`src/verilog/tomasulo_pkg.sv`:
```
package tomasulo_pkg;

    // datapath and tag widths
    localparam int XLEN      = 32;
    localparam int ROB_TAG_W = 4;

    typedef logic [ROB_TAG_W-1:0] rob_tag_t;

    // rv32i integer ops handled by the execute clusters
    typedef enum logic [2:0] {
        ADD = 3'd0,
        SUB = 3'd1,
        AND = 3'd2,
        OR  = 3'd3,
        XOR = 3'd4,
        SLL = 3'd5,
        SRL = 3'd6,
        SLT = 3'd7
    } alu_op_e;

    // producer view of an operand word, tag in the low bits
    typedef struct packed {
        logic [XLEN-ROB_TAG_W-1:0] unused;
        rob_tag_t                  tag;
    } producer_t;

    // same word, read as data once ready and as a tag while waiting
    typedef union packed {
        logic [XLEN-1:0] value;
        producer_t       producer;
    } operand_u;

    typedef struct packed {
        logic     ready;
        operand_u word;
    } src_t;

    // one op from the decoder
    typedef struct packed {
        logic     valid;
        alu_op_e  op;
        rob_tag_t dest;
        src_t     src1;
        src_t     src2;
    } rs_dispatch_t;

    // common data bus broadcast
    typedef struct packed {
        logic            valid;
        rob_tag_t        tag;
        logic [XLEN-1:0] value;
    } cdb_t;

    // cluster result towards the arbiter, same layout as the cdb
    typedef struct packed {
        logic            valid;
        rob_tag_t        tag;
        logic [XLEN-1:0] value;
    } alu_result_t;

endpackage
```
`src/verilog/int_exec_top.sv`:
```
`timescale 1ns/100ps

module int_exec_top #(
    parameter int RS_DEPTH = 4
) (
    input  logic                         clk,
    input  logic                         rst_n_i,
    input  logic                         flush_i,
    input  tomasulo_pkg::rs_dispatch_t   dispatch_a_i,
    input  tomasulo_pkg::rs_dispatch_t   dispatch_b_i,
    output logic                         full_a_o,
    output logic                         full_b_o,
    output tomasulo_pkg::cdb_t           cdb_o
);
    import tomasulo_pkg::*;

    alu_result_t result_a;
    alu_result_t result_b;
    logic        grant_a;
    logic        grant_b;
    cdb_t        cdb;

    // cluster a
    alu_rs #(
        .RS_DEPTH (RS_DEPTH)
    ) u_rs_a (
        .clk        (clk),
        .rst_n_i    (rst_n_i),
        .flush_i    (flush_i),
        .dispatch_i (dispatch_a_i),
        .cdb_i      (cdb),
        .grant_i    (grant_a),
        .full_o     (full_a_o),
        .result_o   (result_a)
    );

    // cluster b
    alu_rs #(
        .RS_DEPTH (RS_DEPTH)
    ) u_rs_b (
        .clk        (clk),
        .rst_n_i    (rst_n_i),
        .flush_i    (flush_i),
        .dispatch_i (dispatch_b_i),
        .cdb_i      (cdb),
        .grant_i    (grant_b),
        .full_o     (full_b_o),
        .result_o   (result_b)
    );

    cdb_arbiter u_cdb_arb (
        .clk        (clk),
        .rst_n_i    (rst_n_i),
        .flush_i    (flush_i),
        .result_a_i (result_a),
        .result_b_i (result_b),
        .grant_a_o  (grant_a),
        .grant_b_o  (grant_b),
        .cdb_o      (cdb)
    );

    // registered broadcast doubles as the subsystem output
    assign cdb_o = cdb;

endmodule

```
`src/verilog/cdb_arbiter.sv`:
```
`timescale 1ns/100ps

module cdb_arbiter (
    input  logic                        clk,
    input  logic                        rst_n_i,
    input  logic                        flush_i,
    input  tomasulo_pkg::alu_result_t   result_a_i,
    input  tomasulo_pkg::alu_result_t   result_b_i,
    output logic                        grant_a_o,
    output logic                        grant_b_o,
    output tomasulo_pkg::cdb_t          cdb_o
);
    import tomasulo_pkg::*;

    // high when b lost the last contention
    logic            prio_b_q;
    logic            both_valid;
    logic            grant_a;
    logic            grant_b;

    logic            cdb_valid_q;
    rob_tag_t        cdb_tag_q;
    logic [XLEN-1:0] cdb_value_q;

    assign both_valid = result_a_i.valid && result_b_i.valid;

    assign grant_a = result_a_i.valid && (!result_b_i.valid || !prio_b_q);
    assign grant_b = result_b_i.valid && (!result_a_i.valid || prio_b_q);

    always_ff @(posedge clk or negedge rst_n_i) begin
        if (!rst_n_i) begin
            prio_b_q    <= 1'b0;
            cdb_valid_q <= 1'b0;
        end else if (flush_i) begin
            prio_b_q    <= 1'b0;
            cdb_valid_q <= 1'b0;
        end else begin
            cdb_valid_q <= grant_a || grant_b;
            // loser of a tie goes first next time
            if (both_valid) begin
                prio_b_q <= grant_a;
            end
        end
    end

    always_ff @(posedge clk) begin
        if (grant_a) begin
            cdb_tag_q   <= result_a_i.tag;
            cdb_value_q <= result_a_i.value;
        end else if (grant_b) begin
            cdb_tag_q   <= result_b_i.tag;
            cdb_value_q <= result_b_i.value;
        end
    end

    assign grant_a_o = grant_a;
    assign grant_b_o = grant_b;

    assign cdb_o.valid = cdb_valid_q;
    assign cdb_o.tag   = cdb_tag_q;
    assign cdb_o.value = cdb_value_q;

endmodule

```
`src/verilog/alu_rs.sv`:
```
`timescale 1ns/100ps

module alu_rs #(
    parameter int RS_DEPTH = 4
) (
    input  logic                         clk,
    input  logic                         rst_n_i,
    input  logic                         flush_i,
    input  tomasulo_pkg::rs_dispatch_t   dispatch_i,
    input  tomasulo_pkg::cdb_t           cdb_i,
    input  logic                         grant_i,
    output logic                         full_o,
    output tomasulo_pkg::alu_result_t    result_o
);
    import tomasulo_pkg::*;

    localparam int IDX_W = (RS_DEPTH > 1) ? $clog2(RS_DEPTH) : 1;

    typedef struct packed {
        alu_op_e  op;
        rob_tag_t dest;
        src_t     src1;
        src_t     src2;
    } rs_entry_t;

    rs_entry_t           entries [RS_DEPTH];
    logic [RS_DEPTH-1:0] in_use_q;
    logic [RS_DEPTH-1:0] in_use_d;
    logic [RS_DEPTH-1:0] ready_vec;
    logic                full_q;

    logic                alloc_hit;
    logic [IDX_W-1:0]    alloc_idx;
    logic                issue_hit;
    logic [IDX_W-1:0]    issue_idx;
    logic                do_alloc;
    logic                do_issue;
    logic                alu_busy;
    rs_entry_t           issue_entry;

    // grab the cdb value when a waiting source sees its producer tag
    function automatic src_t capture(input src_t src, input cdb_t cdb);
        src_t res;
        res = src;
        if (!src.ready && cdb.valid && src.word.producer.tag == cdb.tag) begin
            res.ready      = 1'b1;
            res.word.value = cdb.value;
        end
        return res;
    endfunction

    // lowest free slot
    always_comb begin
        alloc_hit = 1'b0;
        alloc_idx = '0;
        for (int i = RS_DEPTH - 1; i >= 0; i--) begin
            if (!in_use_q[i]) begin
                alloc_hit = 1'b1;
                alloc_idx = IDX_W'(i);
            end
        end
    end

    // both operands present
    always_comb begin
        for (int i = 0; i < RS_DEPTH; i++) begin
            ready_vec[i] = in_use_q[i] && entries[i].src1.ready && entries[i].src2.ready;
        end
    end

    // lowest ready entry goes to the alu
    always_comb begin
        issue_hit = 1'b0;
        issue_idx = '0;
        for (int i = RS_DEPTH - 1; i >= 0; i--) begin
            if (ready_vec[i]) begin
                issue_hit = 1'b1;
                issue_idx = IDX_W'(i);
            end
        end
    end

    assign do_alloc    = dispatch_i.valid && !full_q && alloc_hit;
    assign do_issue    = issue_hit && !alu_busy;
    assign issue_entry = entries[issue_idx];

    // occupancy after this edge, freed slot is only reusable next cycle
    always_comb begin
        in_use_d = in_use_q;
        if (do_issue) begin
            in_use_d[issue_idx] = 1'b0;
        end
        if (do_alloc) begin
            in_use_d[alloc_idx] = 1'b1;
        end
    end

    always_ff @(posedge clk or negedge rst_n_i) begin
        if (!rst_n_i) begin
            in_use_q <= '0;
            full_q   <= 1'b0;
        end else if (flush_i) begin
            in_use_q <= '0;
            full_q   <= 1'b0;
        end else begin
            in_use_q <= in_use_d;
            full_q   <= &in_use_d;
        end
    end

    // entry payload: new dispatch or cdb wakeup
    always_ff @(posedge clk) begin
        for (int i = 0; i < RS_DEPTH; i++) begin
            if (do_alloc && alloc_idx == IDX_W'(i)) begin
                entries[i].op   <= dispatch_i.op;
                entries[i].dest <= dispatch_i.dest;
                entries[i].src1 <= capture(dispatch_i.src1, cdb_i);
                entries[i].src2 <= capture(dispatch_i.src2, cdb_i);
            end else begin
                entries[i].src1 <= capture(entries[i].src1, cdb_i);
                entries[i].src2 <= capture(entries[i].src2, cdb_i);
            end
        end
    end

    assign full_o = full_q;

    int_alu u_alu (
        .clk      (clk),
        .rst_n_i  (rst_n_i),
        .flush_i  (flush_i),
        .issue_i  (do_issue),
        .op_i     (issue_entry.op),
        .a_i      (issue_entry.src1.word.value),
        .b_i      (issue_entry.src2.word.value),
        .tag_i    (issue_entry.dest),
        .grant_i  (grant_i),
        .busy_o   (alu_busy),
        .result_o (result_o)
    );

endmodule

```
`src/verilog/int_alu.sv`:
```
`timescale 1ns/100ps

module int_alu (
    input  logic                             clk,
    input  logic                             rst_n_i,
    input  logic                             flush_i,
    input  logic                             issue_i,
    input  tomasulo_pkg::alu_op_e            op_i,
    input  logic [tomasulo_pkg::XLEN-1:0]    a_i,
    input  logic [tomasulo_pkg::XLEN-1:0]    b_i,
    input  tomasulo_pkg::rob_tag_t           tag_i,
    input  logic                             grant_i,
    output logic                             busy_o,
    output tomasulo_pkg::alu_result_t        result_o
);
    import tomasulo_pkg::*;

    logic [XLEN-1:0] alu_value;
    logic            slt_bit;
    logic            res_valid_q;
    rob_tag_t        res_tag_q;
    logic [XLEN-1:0] res_value_q;

    assign slt_bit = $signed(a_i) < $signed(b_i);

    // shifts only look at the low 5 bits of b
    always_comb begin
        case (op_i)
            ADD:     alu_value = a_i + b_i;
            SUB:     alu_value = a_i - b_i;
            AND:     alu_value = a_i & b_i;
            OR:      alu_value = a_i | b_i;
            XOR:     alu_value = a_i ^ b_i;
            SLL:     alu_value = a_i << b_i[4:0];
            SRL:     alu_value = a_i >> b_i[4:0];
            SLT:     alu_value = {{(XLEN-1){1'b0}}, slt_bit};
            default: alu_value = '0;
        endcase
    end

    // result stays put until the arbiter takes it
    always_ff @(posedge clk or negedge rst_n_i) begin
        if (!rst_n_i) begin
            res_valid_q <= 1'b0;
        end else if (flush_i) begin
            res_valid_q <= 1'b0;
        end else if (issue_i) begin
            res_valid_q <= 1'b1;
        end else if (grant_i) begin
            res_valid_q <= 1'b0;
        end
    end

    always_ff @(posedge clk) begin
        if (issue_i) begin
            res_tag_q   <= tag_i;
            res_value_q <= alu_value;
        end
    end

    // a granted result frees the register at this edge
    assign busy_o = res_valid_q && !grant_i;

    assign result_o.valid = res_valid_q;
    assign result_o.tag   = res_tag_q;
    assign result_o.value = res_value_q;

endmodule

```
`config.mk`:
```
export PLATFORM = sky130hd
export DESIGN_NAME = int_exec_top
export DESIGN_NICKNAME = d
export VERILOG_FILES = /design/src/verilog/tomasulo_pkg.sv /design/src/verilog/int_exec_top.sv /design/src/verilog/cdb_arbiter.sv /design/src/verilog/alu_rs.sv /design/src/verilog/int_alu.sv
export SDC_FILE = /design/constraint.sdc
export NUM_CORES = 2
export LEC_CHECK = 0
export ABC_AREA = 0
export ABC_CLOCK_PERIOD_IN_PS = 4960
export BUFFER_PORTS_ARGS = -buffer_cell sky130_fd_sc_hd__buf_2
export CORE_MARGIN = 1
export CORE_UTILIZATION = 55
export CTS_CLUSTER_DIAMETER = 50
export CTS_CLUSTER_SIZE = 24
export DETAILED_ROUTE_END_ITERATION = 10
export MAX_ROUTING_LAYER = met4
export PLACE_DENSITY = 0.71
export REMOVE_ABC_BUFFERS = 1
export SETUP_SLACK_MARGIN = 0.05
export SLEW_MARGIN = 20
export SYNTH_ARGS = -nofsm -noshare
export SYNTH_HDL_FRONTEND = slang
export SYNTH_HIERARCHICAL = 1
export SYNTH_SLANG_ARGS = --single-unit
```
`constraint.sdc`:
```
create_clock -name clk -period 4.96 [get_ports clk]
set_input_delay 0 -clock clk [delete_from_list [all_inputs] [get_ports clk]]
set_output_delay 0 -clock clk [all_outputs]
set_load 0.01 [all_outputs]
```
## Yosys cells after proc, flatten, opt, wreduce, memory -nomap -nowiden

Memory sizes are Yosys's and may differ from the RTL's.
Index checks and enable logic that the tools add are counted.

- Bits in writable memories: 584
- Memories kept: 2
- Bits of input ports: 151
- Register bits: 122
- Logic and storage cells: 378

Memory list:

| name | words | bits a word | read ports | clocked after memory_dff | write ports | line | source |
|---|---|---|---|---|---|---|---|
| u_rs_a.entries | 4 | 73 | 5 | 0 | 4 | alu_rs.sv:26 | `rs_entry_t entries [RS_DEPTH];` |
| u_rs_b.entries | 4 | 73 | 5 | 0 | 4 | alu_rs.sv:26 |  |

- Bitwise operators: 28
- Magnitude comparators: 10
- Mux-type cells: 155
- Equal/unequal tests: 40
- Reduce and logical (&&, ||, !) cells: 121
- Shifts and indexed selects: 4
- $add $sub $neg: 4

Operator list:

| cell | number |
|---|---|
| $mux W33 | 68 |
| $pmux W32 S8 | 2 |
| $eq A4 B4 Y1 | 20 |
| $logic_and A1 B1 Y1 | 79 |
| $add A32 B32 Y32 | 2 |
| $and A32 B32 Y32 | 2 |
| $lt A32 B32 Y1 | 2 |
| $mux W32 | 2 |
| $or A32 B32 Y32 | 2 |
| $shl A32 B5 Y32 | 2 |
| $shr A32 B5 Y32 | 2 |
| $sub A32 B32 Y32 | 2 |
| $xor A32 B32 Y32 | 2 |
| $mux W1 | 55 |
| $mux W2 | 16 |
| $mux W4 | 8 |
| $logic_not A1 Y1 | 29 |
| $eq A3 B3 Y1 const B | 8 |
| $or A1 B1 Y1 | 16 |
| $eq A3 B2 Y1 const B | 4 |
| $lt A2 B3 Y1 const B | 4 |
| $and A4 B4 Y4 | 2 |
| $demux W1 S2 | 4 |
| $eq A2 B2 Y1 const B | 4 |
| other kinds (11) | 25 |

## Logic depth before layout (Yosys ltp)

An unclocked memory read counts as a cell.

- Depth after elaboration: 18
- Mapped depth: 22

## Modules after synthesis

The synthesis kept the hierarchy.

Modules (own cells, without submodules):

| module | area each (um^2) | times used | cells an instance |
|---|---|---|---|
| alu_rs (u_rs_b) | 15203.3 | 1 | 1024 |
| alu_rs (u_rs_a) | 15092.0 | 1 | 1032 |
| int_alu (u_rs_a.u_alu) | 9316.4 | 1 | 1307 |
| int_alu (u_rs_b.u_alu) | 9248.9 | 1 | 1246 |
| cdb_arbiter | 1781.7 | 1 | 87 |

## Least setup slack after synthesis

No wires, ideal clock.

- Path kind: reg2reg
- From: memory u_rs_b/entries[2][65] (netlist bit)
- To: register u_rs_b.u_alu.res_value_q[28], data pin
- Data arrival time: 5.240 ns
- Cell stages (with the launch flop): 20
- Path slack: -0.433 ns
- Data required time: 4.808 ns
- Path through: edfxtp_1 > and3_1 > clkbuf_1 > nor2_1 > buf_2 > a221oi_1 > o21ai_0 > clkinv_1 > clkbuf_1 > clkbuf_1 > fa_1 > nor2b_1 > o211ai_1 > o211ai_1 > o2111ai_1 > a211oi_1 > o21ai_0 > a2111oi_0 > mux2_2 > o21ai_0

RTL lines:

| item | line | source |
|---|---|---|
| from (decl) | alu_rs.sv:26 |  |
| to (signal assigned) | int_alu.sv:57 | `res_value_q <= alu_value;` |
| to (decl) | int_alu.sv:22 | `logic [XLEN-1:0] res_value_q;` |

==> metrics <==
data arrival time of the worst path=5.17 ns; internal power consumption=14.3 mW; DPL Wire Length=151000 um; combinational share of power=~39%; total length of routed wires=212000 um; minimum setup slack among reg-to-reg paths=0.14 ns; number of buffers created by CTS=82; portion of total power attributed to the clock network=28.6%; weighted congestion at the end of routability-driven global placement=1.08; antenna violations before repair=17; number of cell instances on the worst register-to-register path=17; power per cell area=382 mW/mm2; minimum clock period=between 4 and 5 ns; final worst-path cycle share=97.1%; total standard cell area after synthesis=0.0506 mm2; Port Buffers=189; Synth Flop Type=sky130_fd_sc_hd__edfxtp_1; synth cell count leaders=sky130_fd_sc_hd__edfxtp_1 (692), sky130_fd_sc_hd__mux2_2 (385), sky130_fd_sc_hd__nand2_1 (374); capture point of the worst reg-to-reg path=u_rs_a/u_alu/res_value_q[0]; I/O pin total=190; Clock Root Buffer=sky130_fd_sc_hd__clkbuf_16; die outline area=0.0933 mm2; maximum number of pins on one net before global-route repair=82; average wire length per cell after detail routing=32.6 um; via-per-instance ratio=6.97; fraction of post-synthesis cell area in the top cell type by area=about two fifths; Die Wd=~310 um; sequential share of power=32.7%; clock edge transition at the registers on the reported setup and hold paths=roughly 0.070 ns; number of setup violations in the final report=0; number of detailed-routing iterations run before antenna repair=8; run status=completed; CTS H-tree lvls=3; post-synthesis to final-layout area growth=18.7%; Synth Register Bits=706; Final Slew Violations=0; detailed-route via count=45480; Psw=8.62 mW; Initial Util=between 50 and 60%; CTS tree=yes; total of max-cap violations=0; post-placement setup slack=-0.0415 ns; fraction of registers with async set or reset after synthesis=1.98%; largest fanout on the critical path=15; proportion of layout cells with a drive suffix above 1=29.5%; post-detailed-route count of antenna-violating nets=0; worst endpoint required time=5.32 ns; clock latency on the worst-skew pair=0.70 ns; CTS sink count=a little over 700; most numerous cell in the Yosys netlist=sky130_fd_sc_hd__edfxtp_1; wire length of the first global-routing pass=301000 um; RR Startpoint=u_rs_a/entries[0][32]; nets=~5600; average cell area after synthesis=10.8 um2; starting DRC count in detailed routing=between 7000 and 8000; placed cells=6196; number of enable flip-flop cells after synthesis=692; Die Height=305 um; Worst Path Class, Setup=reg -> reg; Crit. End Element=flip-flop; unrepaired setup endpoints after global routing=false; maximum frequency from static timing analysis=~210 MHz; number of distinct library cells after synthesis=~120; beginning of the worst hold path=dispatch_b_i[71]; Setup WS post-layout=0.145 ns; Ys Warns=6; class of the worst hold path=in -> reg; Max VDD drop=around 0.00048 V; Clock Tree Buf Depth=3; worst rel slew slack=16.7%; sequential share of the synthesized area=41.7%; pin slew with the least headroom to its limit=1.25 ns; Core Footprint=between 0.09 and 0.1 mm2; cell types occupying the most area after synthesis=sky130_fd_sc_hd__edfxtp_1 (41%), sky130_fd_sc_hd__mux2_2 (8.6%), sky130_fd_sc_hd__mux2_4 (5.3%); end point of the critical path=u_rs_a/u_alu/res_value_q[0]; worst clock skew=0.0508 ns; GRT Residual Overflow=0; Core Rows=110; number of hold-slack violations in the final timing report=0; number of instances in the synthesized netlist=4696; Static Leakage=23.3 nW; cell taking the most area after synthesis=sky130_fd_sc_hd__edfxtp_1; final cell count without fillers=6524; via count of the first global-routing pass=42620; worst setup path startpoint=u_rs_a/entries[0][32]; overall fraction of global-route tracks in use=45.5%; residual DRC count=0; type of origin of the critical path=flip-flop; # fillers=between 7000 and 8000; sw frac=37.6%
metal layers:
metal | global-route usage, % | routed length [um] | part of all wire, %
met5 | - | 0 | 0
met2 | 64.6 | 89900 | 42
met3 | 12.6 | 28900 | 14
met4 | 17.5 | 10400 | 4.9
met1 | 61.7 | 83100 | 39
state kept, by name, summed over array words and instances, names as in the netlist:
register and count:
u_cdb_arb/cdb_tag_q 4, u_cdb_arb/cdb_valid_q 1, u_cdb_arb/cdb_value_q 32, u_cdb_arb/prio_b_q 1, u_rs_a/entries 292, u_rs_a/full_o 1, u_rs_a/in_use_q 4, u_rs_a/u_alu/res_tag_q 4
u_rs_a/u_alu/res_valid_q 1, u_rs_a/u_alu/res_value_q 32, u_rs_b/entries 292, u_rs_b/full_o 1, u_rs_b/in_use_q 4, u_rs_b/u_alu/res_tag_q 4, u_rs_b/u_alu/res_valid_q 1, u_rs_b/u_alu/res_value_q 32
per-stage QoR:
stage / total power, mW / utilization, % / instance area (um2) / setup TNS [ns] / hold slack (ns)
after floorplan: 12.3 / - / 48700 / -483.45 / -0.296
after global placement: 15.9 / 61.1 / 55300 / 0 / -0.0614
after detailed placement: 15.9 / 61.1 / 55300 / -0.0415 / -0.0652
after CTS: 22.5 / 66.0 / 59800 / 0 / 0.0529
after global routing: 23.5 / 66.4 / 60100 / 0 / 0.0704
final: 22.9 / 66.4 / 60100 / 0 / 0.0920
power by group through the flow:
stage	sequential (mW)	clock, mW	combinational, mW
finish	7.51	6.55	8.88
CTS	7.49	6.54	8.47
global placement	7.61	0	8.27
floorplan	7.49	0	4.83
detailed placement	7.61	0	8.31
global route	7.52	6.76	9.26
critical path, cell delays in order (launching register included):
cell and delay (ns):
sky130_fd_sc_hd__edfxtp_1 0.44, sky130_fd_sc_hd__and3_4 0.24, sky130_fd_sc_hd__nor4_4 0.26, sky130_fd_sc_hd__buf_4 0.18, sky130_fd_sc_hd__buf_12 0.16, sky130_fd_sc_hd__buf_4 0.26
sky130_fd_sc_hd__a221o_1 0.37, sky130_fd_sc_hd__inv_1 0.09, sky130_fd_sc_hd__ha_1 0.35, sky130_fd_sc_hd__inv_1 0.19, sky130_fd_sc_hd__a21oi_1 0.16, sky130_fd_sc_hd__o311ai_0 0.40
sky130_fd_sc_hd__a31oi_1 0.26, sky130_fd_sc_hd__o21ai_1 0.26, sky130_fd_sc_hd__a21oi_1 0.13, sky130_fd_sc_hd__a21o_1 0.22, sky130_fd_sc_hd__o21ai_0 0.33, sky130_fd_sc_hd__o211ai_1 0.20
cell families (layout without fill, tap and decap cells):
family | count (synthesis) | in the layout | share of synthesized area, %
AO/OA/AOI/OAI | 1366 | 1366 | 18.1
XOR/XNOR | 126 | 126 | 2.19
adder cells (fa/ha/maj) | 200 | 200 | 4.99
buffers and inverters | 554 | 1192 | 5.42
flip-flops | 706 | 706 | 41.7
multiplexers | 723 | 723 | 18.2
other | 0 | 14 | 0
AND/OR/NAND/NOR | 1021 | 1021 | 9.33
cells in the final DEF, fill, tap and decap left out, types with 17 or more instances in the layout:
cell	instances
sky130_fd_sc_hd__a211oi_1	40
sky130_fd_sc_hd__a21o_1	30
sky130_fd_sc_hd__a21oi_1	337
sky130_fd_sc_hd__a221o_1	82
sky130_fd_sc_hd__a221oi_1	88
sky130_fd_sc_hd__a22oi_1	60
sky130_fd_sc_hd__a31oi_1	19
sky130_fd_sc_hd__buf_12	18
sky130_fd_sc_hd__buf_2	189
sky130_fd_sc_hd__buf_4	467
sky130_fd_sc_hd__clkbuf_16	87
sky130_fd_sc_hd__dlygate4sd3_1	151
sky130_fd_sc_hd__edfxtp_1	692
sky130_fd_sc_hd__ha_1	192
sky130_fd_sc_hd__inv_1	195
sky130_fd_sc_hd__mux2_2	385
sky130_fd_sc_hd__mux2_4	179
sky130_fd_sc_hd__mux2i_1	98
sky130_fd_sc_hd__mux4_2	47
sky130_fd_sc_hd__nand2_1	373
sky130_fd_sc_hd__nand2b_1	23
sky130_fd_sc_hd__nand3_1	126
sky130_fd_sc_hd__nand3b_1	25
sky130_fd_sc_hd__nor2_1	259
sky130_fd_sc_hd__nor2b_1	21
sky130_fd_sc_hd__nor3_1	57
sky130_fd_sc_hd__o211ai_1	45
sky130_fd_sc_hd__o21ai_0	319
sky130_fd_sc_hd__o21ai_1	20
sky130_fd_sc_hd__o21ai_4	18
sky130_fd_sc_hd__o221ai_1	17
sky130_fd_sc_hd__o22ai_1	75
sky130_fd_sc_hd__or3_1	24
sky130_fd_sc_hd__xnor2_1	69
sky130_fd_sc_hd__xor2_1	56
what timing repair did:
action / in CTS / in global routing
hold buffers: 151 / 0
cloned: 0 / 3
gates resized for setup: 7 / 40
hold endpoints to repair: 612 / 0
setup buffers: 0 / 8
pin swaps: 1 / 10
setup endpoints to repair: 10 / 35
worst min path at each step:
| stage | endpoint | slack, ns | depth (start not counted) |
|---|---|---|---|
| after floorplan | u_cdb_arb/cdb_valid_q | -0.30 | 0 |
| after global placement | u_rs_a/full_o | -0.06 | 1 |
| after detailed placement | u_rs_a/in_use_q[1] | -0.07 | 1 |
| after CTS | u_rs_a/entries[3][68] | 0.05 | 2 |
| after global routing | u_rs_b/entries[1][71] | 0.07 | 2 |
| final | u_rs_b/entries[1][71] | 0.09 | 2 |
layout make-up:
cell class	count	area, um2	area share [%]
Antenna cell	14	35.0	0.0583
Clock buffer	88	2120	3.52
Inverter	205	772	1.28
Sequential cell	706	21100	35.2
Clock inverter	63	806	1.34
Tap cell	1176	1470	2.45
Multi-Input combinational cell	3436	27300	45.4
Timing Repair Buffer	836	6500	10.8
(Power assumes the default switching activity.)
